**config.mk**
```make
export PLATFORM = sky130hd
export DESIGN_NAME = apb_periph_top
export DESIGN_NICKNAME = d
export VERILOG_FILES = /design/src/bus_pkg.sv /design/src/regmap_pkg.sv /design/src/apb_iob_bridge.sv /design/src/iob_reg_bank.sv /design/src/apb_periph_top.sv
export SDC_FILE = /design/constraint.sdc
export NUM_CORES = 1
export LEC_CHECK = 0
export BUFFER_PORTS_ARGS = -buffer_cell sky130_fd_sc_hd__buf_2
export CAP_MARGIN = 20
export CORE_MARGIN = 5
export CORE_UTILIZATION = 40
export CTS_BUF_LIST = sky130_fd_sc_hd__clkbuf_16
export CTS_CLUSTER_SIZE = 30
export DETAILED_ROUTE_END_ITERATION = 7
export PLACE_DENSITY = 0.66
export SLEW_MARGIN = 20
export SYNTH_ARGS = -nofsm -noshare
export SYNTH_HDL_FRONTEND = slang
export SYNTH_SLANG_ARGS = --single-unit
```
**constraint.sdc**
```tcl
create_clock -name clk_i -period 5.4 [get_ports clk_i]
set_input_delay 0.54 -clock clk_i [delete_from_list [all_inputs] [get_ports clk_i]]
set_output_delay 0.54 -clock clk_i [all_outputs]
set_load 0.02 [all_outputs]
```
**src/bus_pkg.sv**
```systemverilog
`default_nettype none

package bus_pkg;

   // Default widths of the APB and IOb buses
   localparam int DEF_ADDR_W = 32;
   localparam int DEF_DATA_W = 32;

   localparam int BYTE_W = 8;
   localparam int DEF_STRB_W = DEF_DATA_W / BYTE_W;  // One lane per byte

   // Byte address on both buses
   typedef logic [DEF_ADDR_W-1:0] addr_t;

   // Data word, read and write
   typedef logic [DEF_DATA_W-1:0] data_t;

   // Byte-lane write enables, all zero on a read
   typedef logic [DEF_STRB_W-1:0] strb_t;

endpackage

`default_nettype wire

```
**src/regmap_pkg.sv**
```systemverilog
`default_nettype none

package regmap_pkg;

   // Eight 32-bit words in the bank
   localparam int REG_NUM = 8;
   localparam int IDX_W   = $clog2(REG_NUM);
   localparam int IDX_LSB = 2;  // Words are byte addressed, low two bits ignored

   typedef logic [IDX_W-1:0] reg_idx_t;

   // Word map
   localparam reg_idx_t IDX_WAIT = 3'd6;  // Wait states inserted by the bank
   localparam reg_idx_t IDX_ID   = 3'd7;  // Read-only identification

   // Indices 0 up to IDX_WAIT-1 are scratch words
   localparam int SCRATCH_NUM = 6;

   // Only the low bits of the wait register are kept
   localparam int WAIT_W = 2;

   typedef logic [WAIT_W-1:0] wait_t;

   localparam logic [31:0] ID_VALUE = 32'h10B0_A9B1;

   // Reset values
   localparam logic [31:0] SCRATCH_RST = 32'h0000_0000;
   localparam wait_t       WAIT_RST    = 2'd0;  // No wait states out of reset

endpackage

`default_nettype wire

```
**src/apb_iob_bridge.sv**
```systemverilog
`default_nettype none

module apb_iob_bridge
   import bus_pkg::*;
#(
   parameter int ADDR_W = DEF_ADDR_W,
   parameter int DATA_W = DEF_DATA_W
) (
   input  wire        clk_i,
   input  wire        rst_n_i,

   // APB slave side
   input  wire        apb_sel_i,
   input  wire        apb_enable_i,
   input  wire        apb_write_i,
   input  wire addr_t apb_addr_i,
   input  wire data_t apb_wdata_i,
   input  wire strb_t apb_wstrb_i,
   output logic       apb_ready_o,
   output data_t      apb_rdata_o,
   output logic       apb_slverr_o,

   // IOb master side
   output logic       iob_avalid_o,
   output addr_t      iob_addr_o,
   output data_t      iob_wdata_o,
   output strb_t      iob_wstrb_o,
   input  wire        iob_ready_nxt_i,
   input  wire        iob_rvalid_nxt_i,
   input  wire data_t iob_rdata_i
);

   typedef enum logic [1:0] {
      IDLE,
      ISSUE,
      FINISH
   } phase_t;

   phase_t phase_q;
   phase_t phase_nxt;
   logic   avalid_nxt;
   logic   slverr_nxt;
   logic   ready_nxt;

   // Write ends on acceptance, read when the bank returns data
   assign ready_nxt = apb_write_i ? (iob_avalid_o & iob_ready_nxt_i)
                                  : iob_rvalid_nxt_i;

   always_comb begin
      phase_nxt  = phase_q;
      avalid_nxt = iob_avalid_o;
      slverr_nxt = 1'b0;

      case (phase_q)
         IDLE: begin
            if (apb_sel_i) begin  // Setup phase seen
               avalid_nxt = 1'b1;
               phase_nxt  = ISSUE;
            end
         end

         ISSUE: begin
            // Enable should follow setup, flag it and keep the flag until the end
            slverr_nxt = apb_slverr_o | ~apb_enable_i;
            if (iob_ready_nxt_i) begin
               avalid_nxt = 1'b0;  // Accepted at this edge
               phase_nxt  = FINISH;
            end
         end

         default: begin
            if (!apb_sel_i)
               phase_nxt = IDLE;  // Master closed the transfer
         end
      endcase
   end

   always_ff @(posedge clk_i or negedge rst_n_i) begin
      if (!rst_n_i) begin
         phase_q      <= IDLE;
         iob_avalid_o <= 1'b0;
         apb_ready_o  <= 1'b0;
         apb_slverr_o <= 1'b0;
      end else begin
         phase_q      <= phase_nxt;
         iob_avalid_o <= avalid_nxt;
         apb_ready_o  <= ready_nxt;
         apb_slverr_o <= slverr_nxt;
      end
   end

   // Read data is already registered in the bank
   assign apb_rdata_o = iob_rdata_i;

   // Master holds address and data stable until ready
   assign iob_addr_o  = apb_addr_i[ADDR_W-1:0];
   assign iob_wdata_o = apb_wdata_i;
   assign iob_wstrb_o = apb_wstrb_i & {(DATA_W/8){apb_write_i}};  // No lanes on a read

endmodule

`default_nettype wire

```
**src/iob_reg_bank.sv**
```systemverilog
`default_nettype none

module iob_reg_bank
   import bus_pkg::*;
   import regmap_pkg::*;
#(
   parameter int ADDR_W = DEF_ADDR_W,
   parameter int DATA_W = DEF_DATA_W
) (
   input  wire        clk_i,
   input  wire        rst_n_i,

   // IOb slave side
   input  wire        iob_avalid_i,
   input  wire addr_t iob_addr_i,
   input  wire data_t iob_wdata_i,
   input  wire strb_t iob_wstrb_i,
   output logic       iob_ready_nxt_o,
   output logic       iob_rvalid_nxt_o,
   output data_t      iob_rdata_o
);

   localparam int STRB_W = DATA_W / BYTE_W;

   reg_idx_t idx;
   logic     out_of_range;
   logic     accept;
   logic     wr_en;
   logic     rd_en;
   wait_t    wait_q;      // Stored wait setting
   wait_t    wait_cnt_q;  // avalid cycles spent so far
   logic     rvalid_q;
   data_t    rdata_q;
   data_t    rd_word;
   data_t    scratch_q [SCRATCH_NUM];

   // Word select, anything above the map is out of range
   assign idx          = iob_addr_i[IDX_LSB +: IDX_W];
   assign out_of_range = |iob_addr_i[ADDR_W-1:IDX_LSB+IDX_W];

   // Ready after exactly wait_q cycles of avalid
   assign iob_ready_nxt_o = iob_avalid_i & (wait_cnt_q == wait_q);

   assign accept = iob_ready_nxt_o;  // Already qualified by avalid
   assign wr_en  = accept & (|iob_wstrb_i);
   assign rd_en  = accept & ~(|iob_wstrb_i);

   assign iob_rvalid_nxt_o = rd_en;

   always_ff @(posedge clk_i or negedge rst_n_i) begin
      if (!rst_n_i) begin
         wait_cnt_q <= '0;
      end else if (iob_avalid_i && !iob_ready_nxt_o) begin
         wait_cnt_q <= wait_cnt_q + 1'b1;
      end else begin
         wait_cnt_q <= '0;  // Idle or accepted, restart for the next one
      end
   end

   // Read mux
   always_comb begin
      rd_word = '0;
      if (!out_of_range) begin
         case (idx)
            IDX_ID:   rd_word = ID_VALUE;
            IDX_WAIT: rd_word = data_t'(wait_q);
            default:  rd_word = scratch_q[idx];
         endcase
      end
   end

   // Strobed writes, ID word and out-of-range addresses are left alone
   always_ff @(posedge clk_i or negedge rst_n_i) begin
      if (!rst_n_i) begin
         for (int i = 0; i < SCRATCH_NUM; i++) begin
            scratch_q[i] <= SCRATCH_RST;
         end
         wait_q <= WAIT_RST;
      end else if (wr_en && !out_of_range) begin
         if (idx == IDX_WAIT) begin
            if (iob_wstrb_i[0]) begin
               wait_q <= iob_wdata_i[WAIT_W-1:0];  // Used from the next transaction
            end
         end else if (idx != IDX_ID) begin
            for (int b = 0; b < STRB_W; b++) begin
               if (iob_wstrb_i[b]) begin
                  scratch_q[idx][b*BYTE_W +: BYTE_W] <= iob_wdata_i[b*BYTE_W +: BYTE_W];
               end
            end
         end
      end
   end

   // Read response one cycle after acceptance
   always_ff @(posedge clk_i or negedge rst_n_i) begin
      if (!rst_n_i) begin
         rvalid_q <= 1'b0;
      end else begin
         rvalid_q <= rd_en;
      end
   end

   always_ff @(posedge clk_i) begin
      if (rd_en) begin
         rdata_q <= rd_word;
      end
   end

   // Data bus is quiet outside the response cycle
   assign iob_rdata_o = rvalid_q ? rdata_q : '0;

endmodule

`default_nettype wire

```
**src/apb_periph_top.sv**
```systemverilog
`default_nettype none

module apb_periph_top
   import bus_pkg::*;
#(
   parameter int ADDR_W = DEF_ADDR_W,
   parameter int DATA_W = DEF_DATA_W
) (
   input  wire        clk_i,
   input  wire        rst_n_i,

   // APB slave port
   input  wire        apb_sel_i,
   input  wire        apb_enable_i,
   input  wire        apb_write_i,
   input  wire addr_t apb_addr_i,
   input  wire data_t apb_wdata_i,
   input  wire strb_t apb_wstrb_i,
   output logic       apb_ready_o,
   output data_t      apb_rdata_o,
   output logic       apb_slverr_o
);

   // Internal IOb bus, bridge to bank
   logic  iob_avalid;
   addr_t iob_addr;
   data_t iob_wdata;
   strb_t iob_wstrb;
   logic  iob_ready_nxt;
   logic  iob_rvalid_nxt;
   data_t iob_rdata;

   apb_iob_bridge #(
      .ADDR_W(ADDR_W),
      .DATA_W(DATA_W)
   ) u_bridge (
      .clk_i           (clk_i),
      .rst_n_i         (rst_n_i),
      .apb_sel_i       (apb_sel_i),
      .apb_enable_i    (apb_enable_i),
      .apb_write_i     (apb_write_i),
      .apb_addr_i      (apb_addr_i),
      .apb_wdata_i     (apb_wdata_i),
      .apb_wstrb_i     (apb_wstrb_i),
      .apb_ready_o     (apb_ready_o),
      .apb_rdata_o     (apb_rdata_o),
      .apb_slverr_o    (apb_slverr_o),
      .iob_avalid_o    (iob_avalid),
      .iob_addr_o      (iob_addr),
      .iob_wdata_o     (iob_wdata),
      .iob_wstrb_o     (iob_wstrb),
      .iob_ready_nxt_i (iob_ready_nxt),
      .iob_rvalid_nxt_i(iob_rvalid_nxt),
      .iob_rdata_i     (iob_rdata)
   );

   // Register bank, wait states set at run time
   iob_reg_bank #(
      .ADDR_W(ADDR_W),
      .DATA_W(DATA_W)
   ) u_bank (
      .clk_i           (clk_i),
      .rst_n_i         (rst_n_i),
      .iob_avalid_i    (iob_avalid),
      .iob_addr_i      (iob_addr),
      .iob_wdata_i     (iob_wdata),
      .iob_wstrb_i     (iob_wstrb),
      .iob_ready_nxt_o (iob_ready_nxt),
      .iob_rvalid_nxt_o(iob_rvalid_nxt),
      .iob_rdata_o     (iob_rdata)
   );

endmodule

`default_nettype wire

```
Word level (Yosys, flattened, before mapping):

Index checks and enable logic that the tools add are counted.

* output and inout bits: 34
* logic and storage cells: 88
* RAM bits: 0
* bits in registers: 234
* memory bits (read-only): 0
* memories kept: 0
* latch bits: 0
* input port bits: 73

* div/mod/pow operators: 0
* shift operators: 0
* order comparisons: 2
* bitwise logic cells: 10
* reduce and logical (&&, ||, !) cells: 13
* $add $sub $neg: 1
* equality and inequality tests: 8
* mux-type cells: 40
* $mul: 0

Operator list (number)
* 2-to-1 mux 192 bit: 13
* bitwise mux 192 bit: 4
* demux 32 bit (select 3 bit): 4
* 2-to-1 mux 32 bit: 4
* binary-select mux 32 bit (select 3 bit): 1
* case mux 32 bit (2 select lines): 1
* OR reduction 27 bit: 1
* 2-to-1 mux 24 bit: 1
* 2-to-1 mux 16 bit: 1
* AND reduction 3 bit: 4
* 2-to-1 mux 2 bit: 4
* 2-to-1 mux 8 bit: 1
* == test 3 bit (second input constant): 2
* AND 1 bit: 4
* AND 4 bit: 1
* greater-or-equal comparator 4 bit (second input constant): 1
* less-than comparator 4 x 1 -> 1 bit (second input constant): 1
* 2-to-1 mux 1 bit: 4
* NOT 3 -> 4 bit: 1
* case mux 2 bit (2 select lines): 1
* OR reduction 4 bit: 1
* logical AND 1 bit: 3
* != test 3 x 1 -> 1 bit (second input constant): 1
* != test 3 bit (second input constant): 1
* 11 further kinds: 14

Logic depth before layout (Yosys ltp):

Gate-level depths: netlist (run 1).

* word-level depth: 22
* depth in mapped cells: 7
* gate-level depth less buffers: 5

Hierarchy:

A second synthesis (run 1) with hierarchy kept.

* cells, all modules: 875
* area total of the unflattened synthesis: 11423.5 um2

By module, submodules not included
* iob_reg_bank: area each 10470.0 um2, cells each 754, times used 1
* apb_iob_bridge: area each 953.4 um2, cells each 121, times used 1

Least setup slack after synthesis (run 1):

Ideal clock, no wire load.

* path type: register -> register
* start point: register u_bank.wait_q[1]
* end point: register u_bank.rdata_q[0], enable pin
* path slack: 2.208 ns
* stages on the path, launching flop included: 6
* setup time: 0.433 ns
* arrival time: 2.758 ns
* required time: 4.967 ns
* period minus slack after synthesis: 3.192 ns
* cell sequence: dfrtp_1 -> xnor2_1 -> nand3_1 -> buf_2 -> buf_2 -> a21oi_1

* longest elaborated chain between the ends: 3

RTL lines
* start: declaration: RTL line iob_reg_bank.sv:30 `wait_t wait_q;`
* start signal: assignment: RTL line iob_reg_bank.sv:82 `wait_q <= iob_wdata_i[WAIT_W-1:0];`
* == test 2 bit: RTL line iob_reg_bank.sv:42 `assign iob_ready_nxt_o = iob_avalid_i & (wait_cnt_q == wait_q);`
* AND 1 bit: RTL line iob_reg_bank.sv:42
* AND 1 bit: RTL line iob_reg_bank.sv:46 `assign rd_en = accept & ~(|iob_wstrb_i);`
* via iob_rvalid_nxt: RTL line apb_periph_top.sv:30 `logic iob_rvalid_nxt;`
* end signal: assignment: RTL line iob_reg_bank.sv:105 `rdata_q <= rd_word;`
* end: declaration: RTL line iob_reg_bank.sv:33 `data_t rdata_q;`

The timed path passes the listed nets, and every way through them passes these cells.
A chain may end at the register's enable or synchronous reset.

Worst setup path after layout (run 1):

* start point: input apb_addr_i[6]
* end point: register u_bank.scratch_q[69] in the netlist's numbering

* longest elaborated chain between the ends: 4

RTL lines
* start: declaration: RTL line apb_periph_top.sv:16 `input wire addr_t apb_addr_i,`
* OR reduction 27 bit: RTL line iob_reg_bank.sv:39 `assign out_of_range = |iob_addr_i[ADDR_W-1:IDX_LSB+IDX_W];`
* zero test 1 bit
* logical AND 1 bit: RTL line iob_reg_bank.sv:79 `end else if (wr_en && !out_of_range) begin`
* AND reduction 3 bit (no source line)
* end signal: indexed assignment: RTL line iob_reg_bank.sv:87 `scratch_q[idx][b*BYTE_W +: BYTE_W] <= iob_wdata_i[b*BYTE_W +: BYTE_W];`
* end: declaration: RTL line iob_reg_bank.sv:35 `data_t scratch_q [SCRATCH_NUM];`

No other way between the ends.

==> impl_summary.md, run 1 <==
Power
The worst-case vdd ir drop is between 0.15 and 0.2 mV. The net switching power of the design is roughly 1.0 mW. The clock power share is 0.408.

The internal power contribution is approximately 2.9 mW. The share of total power dissipated in sequential elements is 0.485. The power per unit of standard cell area is between 300 and 400 nW/um2. Of the total power, the share spent switching nets is 0.2669. The share of total power dissipated in combinational logic is 0.107.

Summed over all cells, the static leakage comes to slightly below 6 nW.

Global routing
The wire length of the first global-routing pass is roughly 43 mm. For this run, the total global-route usage over all layers was measured as 0.1736. The maximum number of pins on one net before global-route repair is roughly 110. The via count of the first global-routing pass is roughly 7300. The leftover overflow at the end of global routing is 0. The initial antenna violation count came to 8.

Timing
The worst slack on hold paths is between 0.1 and 0.15 ns. Setup repair after global routing left no endpoint under its margin. The number of pins with negative max-slew slack in the final report was 0.

Setup violations remaining at the end of the flow were counted as 0. The highest clock rate is around 0.31 GHz. The worst setup skew after layout is 0.01311 ns. The post-layout minimum cycle time is roughly 3.2 ns.

The final setup TNS is 0 ns. The worst pin sits at a relative slew slack of 0.3428. The period utilization is 0.5913. The number of endpoints with negative hold slack in the final report is 0. The worst-margin pin slew is about 0.98 ns.

Yosys
Of the total synthesized cell area, the portion taken by AND, OR, NAND and NOR gates is 0.1070. Measured against the total synthesized area, the mux share comes to 0.2528. The number of register bits inferred by synthesis is 234. Of the post-synthesis cell area, the dominant cell type holds 0.4582.

In the synthesized netlist the dominant register cell turns out to be sky130_fd_sc_hd__dfrtp_1. Dividing the synthesized area by the synthesized cell count gives 13.52 um2. The post-synthesis share of cell area spent on xor and xnor gates is 0.001588. The number of distinct library cells after synthesis is 43. The share of the synthesized area in compound gates (AO/OA/AOI/OAI) is 0.07247. Of the total synthesized cell area, the portion taken by full adders, half adders and majority gates is 0. Summing every instance area after synthesis gives between 10000 and 15000 um2. The async set-or-reset flop fraction in the synthesized netlist is 0.8632. Counting every instance in the synthesized netlist gives around 800. The synthesized design contains 32 enable-type register cells. For this run, the register share of the synthesized area comes to 0.5453. The Yosys step of the flow raised 0 warnings. By area the synthesized netlist is led by sky130_fd_sc_hd__dfrtp_1 46%, sky130_fd_sc_hd__mux2_2 23%, sky130_fd_sc_hd__edfxtp_1 8.7%. Of all cell types, the one taking the most synthesized area is sky130_fd_sc_hd__dfrtp_1.

After synthesis, the largest family of logic cells by area is multiplexers. The post-synth net total is between 800 and 900.

Floorplanning
The starting density of the core is 0.4082. The number of placement rows is 60. Pin placement for this block handled 107 I/O pins. The die covers a little over 30000 um2. The placeable core region is between 20000 and 30000 um2. The die is ~180 um wide. The vertical die dimension is ~180 um.

Placement
At the end of routability-driven placement, the weighted congestion stood at about 0.75. The wire-length estimate of the detail-placed layout is 16.88 mm. The count of buffers added on input and output ports is roughly 100. The total cell area at the placement stage is around 12000 um2.

Worst setup path
The setup check on the worst reg-to-reg path leaves a slack of just under 3 ns. STA puts the critical path data required time at 5.81 ns. The number of buffers and inverters on the critical path is 2. The worst setup path is captured at a flop. The cell family contributing the most delay on the critical path is simple AND/OR/NAND/NOR gates. Traced cell by cell, the critical path runs through buf_2, nor4_1, nand4_2, buf_4, nor4_4, mux2_2. The startpoint of the worst-slack reg-to-reg timing path is u_bank.wait_q[1]. Of all nets on the critical path, the largest fanout is 18. The slowest stage of the critical path belongs to the cell sky130_fd_sc_hd__nand4_2. The signal arrival time at the worst endpoint is roughly 3.6 ns. The largest single stage delay on the critical path is roughly 0.84 ns. The critical path class is input port to flop. The depth of the worst register-to-register path is 5. The worst flop-to-flop path endpoint is u_bank.rdata_q[31]. The worst setup path is launched from an input port.

Hold path
The classification of the worst-slack hold path is input port to async pin.

Route
The mean routed wirelength per cell is ~21 um. In this run, the number of DRC markers left after iteration 0 of detailed routing was roughly 400. The count of nets left with antenna violations once routing finished came out at 0. After detailed routing, the total wire length is ~27 mm. The number of search-and-repair iterations in the first detailed-routing pass is 5. Summing over every cut layer, the via total after detailed routing is between 7000 and 8000.

The post-route DRC violation count is 0. In the routed layout, each cell is associated on average with a via count of ~5.6.

Clock tree
The later-pin clock latency in the skew report is 0.53 ns. CTS built an H-tree with a depth of 1. In this run, CTS created clock tree buffers numbering 26. The number of buffers between clock root and the deepest sink is 3. CTS placed an instance of sky130_fd_sc_hd__clkbuf_16 at the clock tree root.

Once the clock tree was built, the resizer swapped 0 gates to a different size. The TritonCTS sink count is ~230. The TritonCTS clock tree is built. Hold repair after CTS inserted 0 buffers. The clock transition at the registers of the reported paths is roughly 0.06 ns. The number of setup buffers added after CTS is 0.

Flow run
Across the run, the number of max-cap violations was 0.

Final layout
The library cell used most frequently in the layout, excluding fill and tap cells, is sky130_fd_sc_hd__mux2_2. The post-route core utilization is 0.4702. The post-layout net count is slightly below 1000. The area growth from synthesis to layout is 15.19%. The share of cells above drive strength 1 is 0.4338. The cell area after layout is between 10000 and 15000 um2.

In the layout the commonest cells are 221 x sky130_fd_sc_hd__mux2_2, 201 x sky130_fd_sc_hd__dfrtp_1, 102 x sky130_fd_sc_hd__buf_2.

Status
The flow ran to the end, and the final reports show no timing, DRC or antenna violations.
-- area by class of cell --
type,instances,area [um2]
fill,2486,14320
sequential,234,6017
multi-input combinational,529,4825
clock buffer,27,675.6
timing repair buffer,119,644.4
tap,341,426.7
clock inverter,21,91.34
inverter,6,22.52
antenna,2,5.005
-- through the flow --
stage	std cells	total power [mW]	setup slack (ns)
final	1279	3.910	2.207
after global routing	1279	4.061	2.046
after CTS	1277	3.955	2.209
after detailed placement	1229	2.355	1.651
after global placement	1229	2.347	1.671
after floorplan	816	2.155	2.208
-- registers in the layout, summed over array words and instances, names as in the netlist, 2 cells and up --
register and count:
u_bank.rdata_q 32, u_bank.wait_cnt_q 2, u_bank.wait_q 2, u_bridge.phase_q 2, u_bank.scratch_q 192
-- cell families after synthesis --
group	count (synthesis)
buffers and inverters	53
XOR/XNOR	2
multiplexers	251
flip-flops	234
AO/OA/AOI/OAI	110
AND/OR/NAND/NOR	166
-- worst reg2reg max path, stage by stage, from the launching register on --
cell,delay (ns)
sky130_fd_sc_hd__dfrtp_1,0.41
sky130_fd_sc_hd__xnor2_1,0.25
sky130_fd_sc_hd__nand3_2,0.09
sky130_fd_sc_hd__buf_4,0.31
sky130_fd_sc_hd__a21oi_4,0.65
sky130_fd_sc_hd__buf_4,0.45
-- per-layer routing --
layer	wire length, um	GRT usage
met5	54	0
met4	409	0.03801
met3	1714	0.03619
met2	12830	0.2778
met1	12090	0.2455
-- Yosys cell counts (4+ instances only) --
cell type / number
sky130_fd_sc_hd__mux2_2: 221
sky130_fd_sc_hd__dfrtp_1: 202
sky130_fd_sc_hd__and2_1: 34
sky130_fd_sc_hd__edfxtp_1: 32
sky130_fd_sc_hd__a22oi_1: 30
sky130_fd_sc_hd__mux2i_1: 30
sky130_fd_sc_hd__nor2_1: 29
sky130_fd_sc_hd__clkbuf_1: 25
sky130_fd_sc_hd__nand2_1: 25
sky130_fd_sc_hd__nand3_1: 20
sky130_fd_sc_hd__nor4_4: 18
sky130_fd_sc_hd__o21ai_0: 16
sky130_fd_sc_hd__buf_2: 13
sky130_fd_sc_hd__a21oi_1: 11
sky130_fd_sc_hd__a221oi_1: 10
sky130_fd_sc_hd__o22ai_1: 9
sky130_fd_sc_hd__nand4_1: 8
sky130_fd_sc_hd__a21o_1: 7
sky130_fd_sc_hd__buf_1: 7
sky130_fd_sc_hd__nor4_1: 7
sky130_fd_sc_hd__o22a_1: 7
sky130_fd_sc_hd__inv_1: 6
sky130_fd_sc_hd__o221a_2: 5
sky130_fd_sc_hd__or4_1: 5
sky130_fd_sc_hd__a2bb2oi_1: 4
sky130_fd_sc_hd__nor2b_1: 4
sky130_fd_sc_hd__o2bb2ai_1: 4
-- power by group through the flow --
stage	logic, mW	clock network [mW]	registers [mW]
5_1_grt	0.450	1.70	1.91
2_1_floorplan	0.239	0	1.92
6_report	0.417	1.60	1.90
3_5_place_dp	0.422	0	1.93
4_1_cts	0.423	1.63	1.90
3_3_place_gp	0.417	0	1.93
-- worst max path at each step --
stage	startpoint	to	cells past startpoint
3_3_place_gp	apb_addr_i[6]	u_bank.scratch_q[64]	6
6_report	apb_addr_i[6]	u_bank.scratch_q[69]	6
3_5_place_dp	apb_addr_i[6]	u_bank.scratch_q[69]	6
2_1_floorplan	u_bank.wait_q[1]	u_bank.rdata_q[0]	5
5_1_grt	apb_addr_i[7]	u_bank.scratch_q[134]	6
4_1_cts	apb_addr_i[6]	u_bank.scratch_q[69]	6
(Power assumes the default switching activity.)
==> run 2, diff against run 1 <==
clock period = 3.3 ns   (was 5.4 ns; I/O delays follow)
==> run 2 against run 1 <==
  * Die area stayed put
  * Register-to-register slack worse by 2.1 ns
  * Power up 72%
  * Highest routed layer unchanged
==> impl_summary.md, run 2 (same netlist as run 1, synthesis figures left out) <==
Status
Outcome: finished, final reports clean (unchanged).

Worst setup path
The critical path class is flop to flop (was input port to flop). The largest stage delay on the critical path is 0.87 ns (was 0.84 ns). The cell count along the critical path is 5 (was 6).

The signal arrival time at the worst endpoint is 2.94 ns (was 3.60 ns). The standard cell with the maximum stage delay on the critical path is sky130_fd_sc_hd__or4_1 (was sky130_fd_sc_hd__nand4_2). The startpoint kind of the worst setup timing path is a flop (was input port). The cell family contributing the most delay on the critical path is simple AND/OR/NAND/NOR gates (unchanged). The reg-to-reg setup timing slack is 0.76 ns (was 2.90 ns). The number of buffers and inverters on the critical path is 1 (was 2). The kind of end point of the critical path is a flop (unchanged). The worst flop-to-flop path endpoint is u_bank.scratch_q[155] (was u_bank.rdata_q[31]). The depth of the worst register-to-register path was 5 (unchanged). The maximum fanout encountered on the critical timing path is 26 (was 18). Critical Path, Cell by Cell: xnor2_1, nand3_2, buf_4, or4_1, mux2_2 (was buf_2, nor4_1, nand4_2, buf_4, nor4_4, mux2_2). The startpoint of the worst-slack reg-to-reg timing path was u_bank.wait_q[1] (unchanged). The data required time of the critical path is 3.70 ns (was 5.81 ns).

Flow run
The max capacitance violation total came to 0 (unchanged).

Timing
The highest clock rate is just under 0.4 GHz. The worst-margin pin slew is 0.7765 ns (was 0.9834 ns). The worst setup skew after layout is 0.01679 ns (was 0.01311 ns). The number of endpoints with negative hold slack in the final report is 0 (unchanged). Of the available clock period, the critical path in the final layout requires 0.7699. The number of pins with negative max-slew slack in the final report was 0 (unchanged). The clock period could shrink to about 2.5 ns. The remaining max-slew budget at the tightest pin is 0.4811 (was 0.3428). Setup repair after global routing missed its margin: false (unchanged). The final setup TNS is 0 ns (unchanged). The final-report setup violation count is 0 (unchanged).

Power
The standby leakage power is 6.114 nW (was 5.930 nW). The worst-case vdd ir drop came to 0.3302 mV (was 0.1781 mV). The internal power contribution came to 5.022 mW (was 2.866 mW).

The power per unit of standard cell area was 515.8 nW/um2 (was 307.7 nW/um2). The proportion of power drawn by combinational gates came to 0.109 (was 0.107). The overall power of the completed layout was 6.730 mW (was 3.910 mW). The switching fraction of total power is 0.2537 (was 0.2669). The clock power share was 0.435 (was 0.408). The net switching power of the design is 1.707 mW (was 1.044 mW).

The relative contribution of sequential cells to total power is 0.456 (was 0.485).

Route
The routed length on met3 is 1.296 mm (was 1.714 mm). The aggregate routed wire length is 27.42 mm (was 27.09 mm). The via count of the routed design is 7258 (was 7177). The number of DRC violations after detailed-routing iteration 0 is 444 (was 412).

The top layer used by detailed routing is met5 (unchanged). The mean routed wirelength per cell is 20.94 um (was 21.18 um). The number of search-and-repair iterations in the first detailed-routing pass is 5 (unchanged). The number of nets with antenna violations after detailed routing came to 0 (unchanged). The post-route DRC violation count is 0 (unchanged). The routed wire length on met2 was 13.22 mm (was 12.83 mm). The wire length the detailed router placed on met1 was 12.30 mm (was 12.09 mm). The number of vias per cell after detailed routing is 5.545 (was 5.611).

Floorplanning
The number of placement rows was 60 (unchanged). The area of the die is 31000 um2 (unchanged). The placeable core region is 27030 um2 (unchanged). The starting density of the core is 0.4082 (unchanged).

The vertical die dimension was 176.1 um (unchanged). The die width is 176.1 um (unchanged). The I/O pin count is 107 (unchanged).

Global routing
The maximum number of pins on one net before global-route repair is 80 (was 114). The leftover overflow at the end of global routing came to 0 (unchanged). The wire length of the first global-routing pass is 43.47 mm (was 42.83 mm). The via count of the first global-routing pass is 7513 (was 7290). The all-layer global routing usage came to 0.1757 (was 0.1736). The initial antenna violation count is 6 (was 8).

Final layout
The register with the highest flop count is u_bank.scratch_q (unchanged). The post-layout net count was 1019 (was 989). Biggest regs: u_bank.scratch_q: 192 flops, u_bank.rdata_q: 32 flops (unchanged). The most common cell after layout, fill and taps aside is sky130_fd_sc_hd__mux2_2 (unchanged). The final standard cell count with taps included and fillers excluded is 1309 (was 1279). The share of cells above drive strength 1 is 0.4545 (was 0.4338). The area growth from synthesis to layout came to 18.27% (was 15.19%). The flip-flop count of the largest register, all copies and words added came to 192 (unchanged). The post-route core utilization is 0.4828 (was 0.4702). The filler cell count in the final layout came to 2439 (was 2486). Most used cells in the layout excluding fill and tap cells: 221 x sky130_fd_sc_hd__mux2_2, 202 x sky130_fd_sc_hd__dfrtp_1, 102 x sky130_fd_sc_hd__buf_2 (was 221 x sky130_fd_sc_hd__mux2_2, 201 x sky130_fd_sc_hd__dfrtp_1, 102 x sky130_fd_sc_hd__buf_2).

Hold path
The start point of the worst min-delay path is apb_sel_i. The classification of the worst-slack hold path was input port to flop (was input port to async pin). The worst hold path endpoint is u_bridge.phase_q[1]. The worst hold path passes through 3 cells.

Clock tree
The H-tree depth reported by CTS is 1 (unchanged). The setup fix buffers added after clock tree synthesis is 0 (unchanged). The TritonCTS sink count came to 234 (unchanged).

The post-cts repair resize count is 0 (unchanged). The clock transition at the registers of the reported paths is 0.06 ns (about the same). The clock tree root buffer cell is sky130_fd_sc_hd__clkbuf_16 (unchanged). The TritonCTS clock tree is built (unchanged). The number of buffers between clock root and the deepest sink is 3 (unchanged).

The number of buffers created by CTS is 26 (unchanged). The later-pin clock latency in the skew report is 0.53 ns (about the same). The hold buffer count at CTS came to 2 (was 0).

Placement
The final weighted congestion in routability-driven placement is 0.7622 (was 0.7450). The estimated wirelength of the detail-placed design is 17.72 mm (was 16.88 mm). The number of placed instances with taps included was 1257 (was 1229). The number of input and output port buffers inserted is 104 (unchanged).
-- run 2: routing by layer --
| metal | vias up | GRT usage |
|---|---|---|
| met1 | 3715 | 0.2374 |
| met2 | 158 | 0.2935 |
| met4 | 8 | 0.04711 |
| met3 | 57 | 0.03105 |
| met5 | - | 0 |
| li1 | 3320 | - |
-- run 2: worst register-to-register path, delay by kind of cell (launching register included) --
family | cells | cell delay [ns]
AND/OR/NAND/NOR | 2 | 1.03
flip-flops | 1 | 0.42
XOR/XNOR | 1 | 0.26
buffers and inverters | 1 | 0.33
multiplexers | 1 | 0.38
-- run 2: layout make-up --
cell class / instances / area, um2 / area share
Antenna cell: 2 / 5.005 / 0.0003836
Clock buffer: 27 / 675.6 / 0.05178
Clock inverter: 21 / 195.2 / 0.01496
Inverter: 6 / 22.52 / 0.001726
Multi-Input combinational cell: 529 / 4820 / 0.3694
Sequential cell: 234 / 6016 / 0.4611
Tap cell: 341 / 426.7 / 0.03270
Timing Repair Buffer: 149 / 887.1 / 0.06799
-- run 2: worst max-delay path by stage --
stage	start	to
after floorplan	u_bank.wait_q[1]	u_bank.rdata_q[0]
after global placement	apb_addr_i[6]	u_bank.scratch_q[155]
after detailed placement	apb_addr_i[6]	u_bank.scratch_q[155]
after CTS	u_bank.wait_q[1]	u_bank.scratch_q[56]
after global routing	u_bank.wait_q[1]	u_bank.scratch_q[154]
final	u_bank.wait_q[1]	u_bank.scratch_q[155]
-- run 2: power by group through the flow --
stage,registers (mW),logic [mW],clock network [mW]
finish,3.07,0.732,2.93
global route,3.08,0.799,3.11
global placement,3.12,0.736,0
CTS,3.07,0.751,3.00
floorplan,3.13,0.391,0
detailed placement,3.12,0.746,0
-- run 2: metrics by stage --
stage	instance area, um2	setup slack, ns	hold WS, ns
floorplan	11030	0.1085	0.03441
finish	13050	0.7593	0.08703
CTS	13040	0.7470	0.07903
detailed placement	12150	0.5606	0.4032
global route	13050	0.6227	0.09121
global placement	12150	0.6294	0.4036
==> run 3, diff against run 2 <==
ABC_AREA = 1   (was unset)
PLACE_DENSITY = 0.68   (was 0.66)
clock period = 2.04 ns   (was 3.3 ns; I/O delays follow)
==> run 3 against run 2 <==
  * Power up 55%
  * Setup slack got worse by 0.58 ns
  * Synthesized cell count increased by 74%
  * First-iteration DRC count increased by 140%
  * Via count grew 44%
  * Clock skew fell by 0.011 ns
  * Global-route usage up 4.1 points
  * Flip-flop and latch count unchanged
  * Die area is 2.2% higher
  * Clock power up 47%
==> impl_summary.md, run 3 <==
Floorplanning
The vertical die dimension is 178.0 um (was 176.1 um). The starting density of the core is 0.4051 (was 0.4082). The I/O pin count is 107 (unchanged).

The number of placement rows is 61 (was 60). The area of the die is 31670 um2 (was 31000 um2). The die width was 178.0 um (was 176.1 um). The placeable core region is 27860 um2 (was 27030 um2).

Yosys
The adder-cell share of the synthesized area was 0 (unchanged). The fraction of synthesized area in multiplexers is 0 (was 0.2528). Top post-synthesis cells by count: 625 x sky130_fd_sc_hd__nand2_1, 220 x sky130_fd_sc_hd__nand3_1, 202 x sky130_fd_sc_hd__dfrtp_1 (was 221 x sky130_fd_sc_hd__mux2_2, 202 x sky130_fd_sc_hd__dfrtp_1, 34 x sky130_fd_sc_hd__and2_1).

The number of register bits inferred by synthesis was 234 (unchanged). Dominant cells by area after synthesis: sky130_fd_sc_hd__dfrtp_1 45%, sky130_fd_sc_hd__nand2_1 21%, sky130_fd_sc_hd__nand3_1 9.8% (was sky130_fd_sc_hd__dfrtp_1 46%, sky130_fd_sc_hd__mux2_2 23%, sky130_fd_sc_hd__edfxtp_1 8.7%). The most instantiated flip-flop cell in the synthesis netlist is sky130_fd_sc_hd__dfrtp_1 (unchanged). The dominant cell by count in the synthesized netlist is sky130_fd_sc_hd__nand2_1 (was sky130_fd_sc_hd__mux2_2).

The average footprint of a synthesized cell came to 7.931 um2 (was 13.52 um2). The number of instances in the synthesized netlist is 1423 (was 816). The top-area cell type share of the netlist area was 0.4479 (was 0.4582). The sequential cell area fraction in the yosys report is 0.5330 (was 0.5453).

The dominant combinational cell family by area after synthesis is simple AND/OR/NAND/NOR gates (was multiplexers). The post-synthesis simple-gate area fraction is 0.3443 (was 0.1070). The number of enable-type register cells in the synthesized netlist is 32 (unchanged). The post-synthesis instance area was 11290 um2 (was 11030 um2). The post-synthesis share of cell area spent on xor and xnor gates is 0.001552 (was 0.001588).

The post-synth net total is 1496 (was 889). The number of warnings printed during yosys synthesis is 0 (unchanged). The async set-or-reset flop fraction in the synthesized netlist is 0.8632 (unchanged). The most area-hungry cell type in the Yosys netlist is sky130_fd_sc_hd__dfrtp_1 (unchanged).

The share of the synthesized area in compound gates (AO/OA/AOI/OAI) was 0.05721 (was 0.07247). The number of distinct library cells after synthesis is 28 (was 43).

Worst setup path
The signal arrival time at the worst endpoint was 2.28 ns (was 2.94 ns). The largest stage delay on the critical path is 0.41 ns (was 0.87 ns). The number of buffers and inverters on the critical path was 2 (was 1).

Critical Path, Cell by Cell: xnor2_1, nand3_2, inv_1, nand2_1, nor2_1, buf_4, nand3_1, nand2_1, nand2_1 (was xnor2_1, nand3_2, buf_4, or4_1, mux2_2). The kind of end point of the critical path is a flop (unchanged). The startpoint of the worst-slack reg-to-reg timing path is u_bank.wait_cnt_q[0] (was u_bank.wait_q[1]).

The cell family contributing the most delay on the critical path was simple AND/OR/NAND/NOR gates (unchanged). The critical path class is flop to flop (unchanged). The beginning of the critical path is u_bank.wait_cnt_q[0] (was u_bank.wait_q[1]). The maximum fanout encountered on the critical timing path is 8 (was 26).

The data required time of the critical path is 2.46 ns (was 3.70 ns). The startpoint kind of the worst setup timing path is a flop (unchanged). The most numerous cell type found on the critical path is sky130_fd_sc_hd__nand2_1.

The standard cell with the maximum stage delay on the critical path is sky130_fd_sc_hd__dfrtp_1 (was sky130_fd_sc_hd__or4_1).

Route
The number of nets with antenna violations after detailed routing was 0 (unchanged). The via count of the routed design is 10477 (was 7258). The mean routed wirelength per cell is 17.08 um (was 20.94 um).

The aggregate routed wire length is 34.13 mm (was 27.42 mm). The number of DRC violations after detailed-routing iteration 0 is 1059 (was 444). The number of vias per cell after detailed routing was 5.244 (was 5.545). The post-route DRC violation count came to 0 (unchanged). The number of search-and-repair iterations in the first detailed-routing pass came to 6 (was 5).

Timing
The number of endpoints with negative hold slack in the final report is 0 (unchanged). The worst-margin pin slew is 0.5427 ns (was 0.7765 ns). The final-report setup violation count was 0 (unchanged). Setup repair after global routing missed its margin: true (was false).

The worst setup skew after layout is 0.005607 ns (was 0.01679 ns). The highest clock rate is 0.5376 GHz (was 0.3936 GHz). The period utilization is 0.9118 (was 0.7699). The number of pins with negative max-slew slack in the final report is 0 (unchanged). The remaining max-slew budget at the tightest pin is 0.6377 (was 0.4811). The final setup TNS is 0 ns (unchanged).

The post-route worst setup slack is 0.1800 ns (was 0.7593 ns). The post-layout minimum cycle time is 1.860 ns (was 2.541 ns).

Final layout
The register with the highest flop count was u_bank.scratch_q (unchanged). The area growth from synthesis to layout is 22.79% (was 18.27%). The share of cells above drive strength 1 was 0.1501 (was 0.4545). The final standard cell count with taps included and fillers excluded is 1998 (was 1309).

The most common cell after layout, fill and taps aside is sky130_fd_sc_hd__nand2_1 (was sky130_fd_sc_hd__mux2_2). Most used cells in the layout excluding fill and tap cells: 625 x sky130_fd_sc_hd__nand2_1, 217 x sky130_fd_sc_hd__nand3_1, 202 x sky130_fd_sc_hd__dfrtp_1 (was 221 x sky130_fd_sc_hd__mux2_2, 202 x sky130_fd_sc_hd__dfrtp_1, 102 x sky130_fd_sc_hd__buf_2). Biggest regs: u_bank.scratch_q: 192 flops, u_bank.rdata_q: 32 flops (unchanged). The cell area after layout was 13860 um2 (was 13050 um2). The flip-flop count of the largest register, all copies and words added came to 192 (unchanged). The post-layout net count was 1672 (was 1019).

Global routing
The maximum number of pins on one net before global-route repair is 50 (was 80). The initial antenna violation count is 1 (was 6). The wire length of the first global-routing pass is 54.86 mm (was 43.47 mm). The via count of the first global-routing pass is 10170 (was 7513). The leftover overflow at the end of global routing is 0 (unchanged). The all-layer global routing usage is 0.2171 (was 0.1757).

Clock tree
The H-tree depth reported by CTS was 1 (unchanged). The clock tree root buffer cell is sky130_fd_sc_hd__clkbuf_16 (unchanged). The number of buffers between clock root and the deepest sink is 3 (unchanged).

The clock transition at the registers of the reported paths was 0.06 ns (about the same). The setup fix buffers added after clock tree synthesis is 0 (unchanged). The number of buffers created by CTS is 26 (unchanged). The later-pin clock latency in the skew report is 0.53 ns (about the same). The TritonCTS sink count is 234 (unchanged).

The TritonCTS clock tree is built (unchanged).

Placement
The pre-CTS setup slack was 0.08205 ns (was 0.5606 ns). The number of input and output port buffers inserted came to 104 (unchanged). The estimated wirelength of the detail-placed design is 22.18 mm (was 17.72 mm). The total cell area at the placement stage is 12710 um2 (was 12150 um2). The final weighted congestion in routability-driven placement is 0.8259 (was 0.7622). The number of placed instances with taps included is 1914 (was 1257).

Power
The power per unit of standard cell area is 753.4 nW/um2 (was 515.8 nW/um2). The worst-case vdd ir drop is 0.4064 mV (was 0.3302 mV). The overall power of the completed layout was 10.44 mW (was 6.730 mW). The standby leakage power came to 7.219 nW (was 6.114 nW).

Flow run
The max capacitance violation total was 0 (unchanged).

Status
Outcome: finished, final reports clean (unchanged).

Hold path
The classification of the worst-slack hold path is input port to async pin (was input port to flop).
==> run 3: changes by cell type after synthesis, sizes merged, moves of 19 or more <==
cell	delta
inv	+73
a21oi	+30
nand2	+601
nor2	+24
nand3	+201
and2	-33
mux2	-221
clkbuf	+19
mux2i	-30
a31oi	+26
nor4	-27
==> run 3: routing by layer <==
| layer | track usage | share of wire | wire (um) |
|---|---|---|---|
| met4 | 0.07187 | 0.027 | 910 |
| met2 | 0.3516 | 0.46 | 15800 |
| met3 | 0.03709 | 0.091 | 3120 |
| met1 | 0.2981 | 0.42 | 14310 |
| met5 | 0 | 0 | 0 |
==> run 3: worst paths after layout <==
path / slack, ns / depth (start not counted) / to
max in group asynchronous: 1.16 / 3 / u_bank.scratch_q[156]
min reg2reg: 0.46 / 1 / u_bridge.iob_avalid_o
min in group clk_i: 0.27 / 6 / u_bank.rdata_q[0]
max reg2reg: 0.18 / 9 / u_bank.scratch_q[61]
max: 0.18 / 9 / u_bank.scratch_q[61]
min: 0.17 / 2 / u_bank.scratch_q[106]
==> run 3: final cells by class <==
type / instances / area [um2]
sequential: 234 / 6016
inverter: 82 / 307.8
fill: 2694 / 14000
clock buffer: 28 / 700.7
clock inverter: 20 / 83.83
tap: 378 / 473.0
antenna: 1 / 2.502
timing repair buffer: 220 / 1688
multi-input combinational: 1035 / 4587
==> run 3: metrics by stage <==
step                hold WS (ns)  utilization
global placement          0.1786       0.4561
floorplan               -0.09159            -
finish                    0.1701       0.4975
global route              0.2090       0.4975
CTS                       0.1786       0.4968
detailed placement        0.1769       0.4561
==> run 3: what timing repair did <==
action	4_1_cts	5_1_grt
resized for setup	0	3
hold buffers	35	0
endpoints found under the hold margin	309	0
setup endpoints to repair	0	33
==> run 3: cell families after synthesis <==
kind of cell	after synthesis
AO/OA/AOI/OAI	108
XOR/XNOR	2
buffers and inverters	154
flip-flops	234
AND/OR/NAND/NOR	925
==> run 3: power by group <==
| group | internal (mW) | switching, mW | leakage [nW] |
|---|---|---|---|
| logic | 0.358 | 0.850 | 3.67 |
| registers | 4.87 | 0.0497 | 3.13 |
| clock network | 2.45 | 1.86 | 0.419 |
| total | 7.68 | 2.76 | 7.22 |
==> run 3: worst reg2reg max path, cell delays in order, from the launching register on <==
cell                      delay (ns)
sky130_fd_sc_hd__dfrtp_1        0.41
sky130_fd_sc_hd__xnor2_1        0.24
sky130_fd_sc_hd__nand3_2        0.17
sky130_fd_sc_hd__inv_1          0.10
sky130_fd_sc_hd__nand2_1        0.05
sky130_fd_sc_hd__nor2_1         0.10
sky130_fd_sc_hd__buf_4          0.17
sky130_fd_sc_hd__nand3_1        0.29
sky130_fd_sc_hd__nand2_1        0.15
sky130_fd_sc_hd__nand2_1        0.07
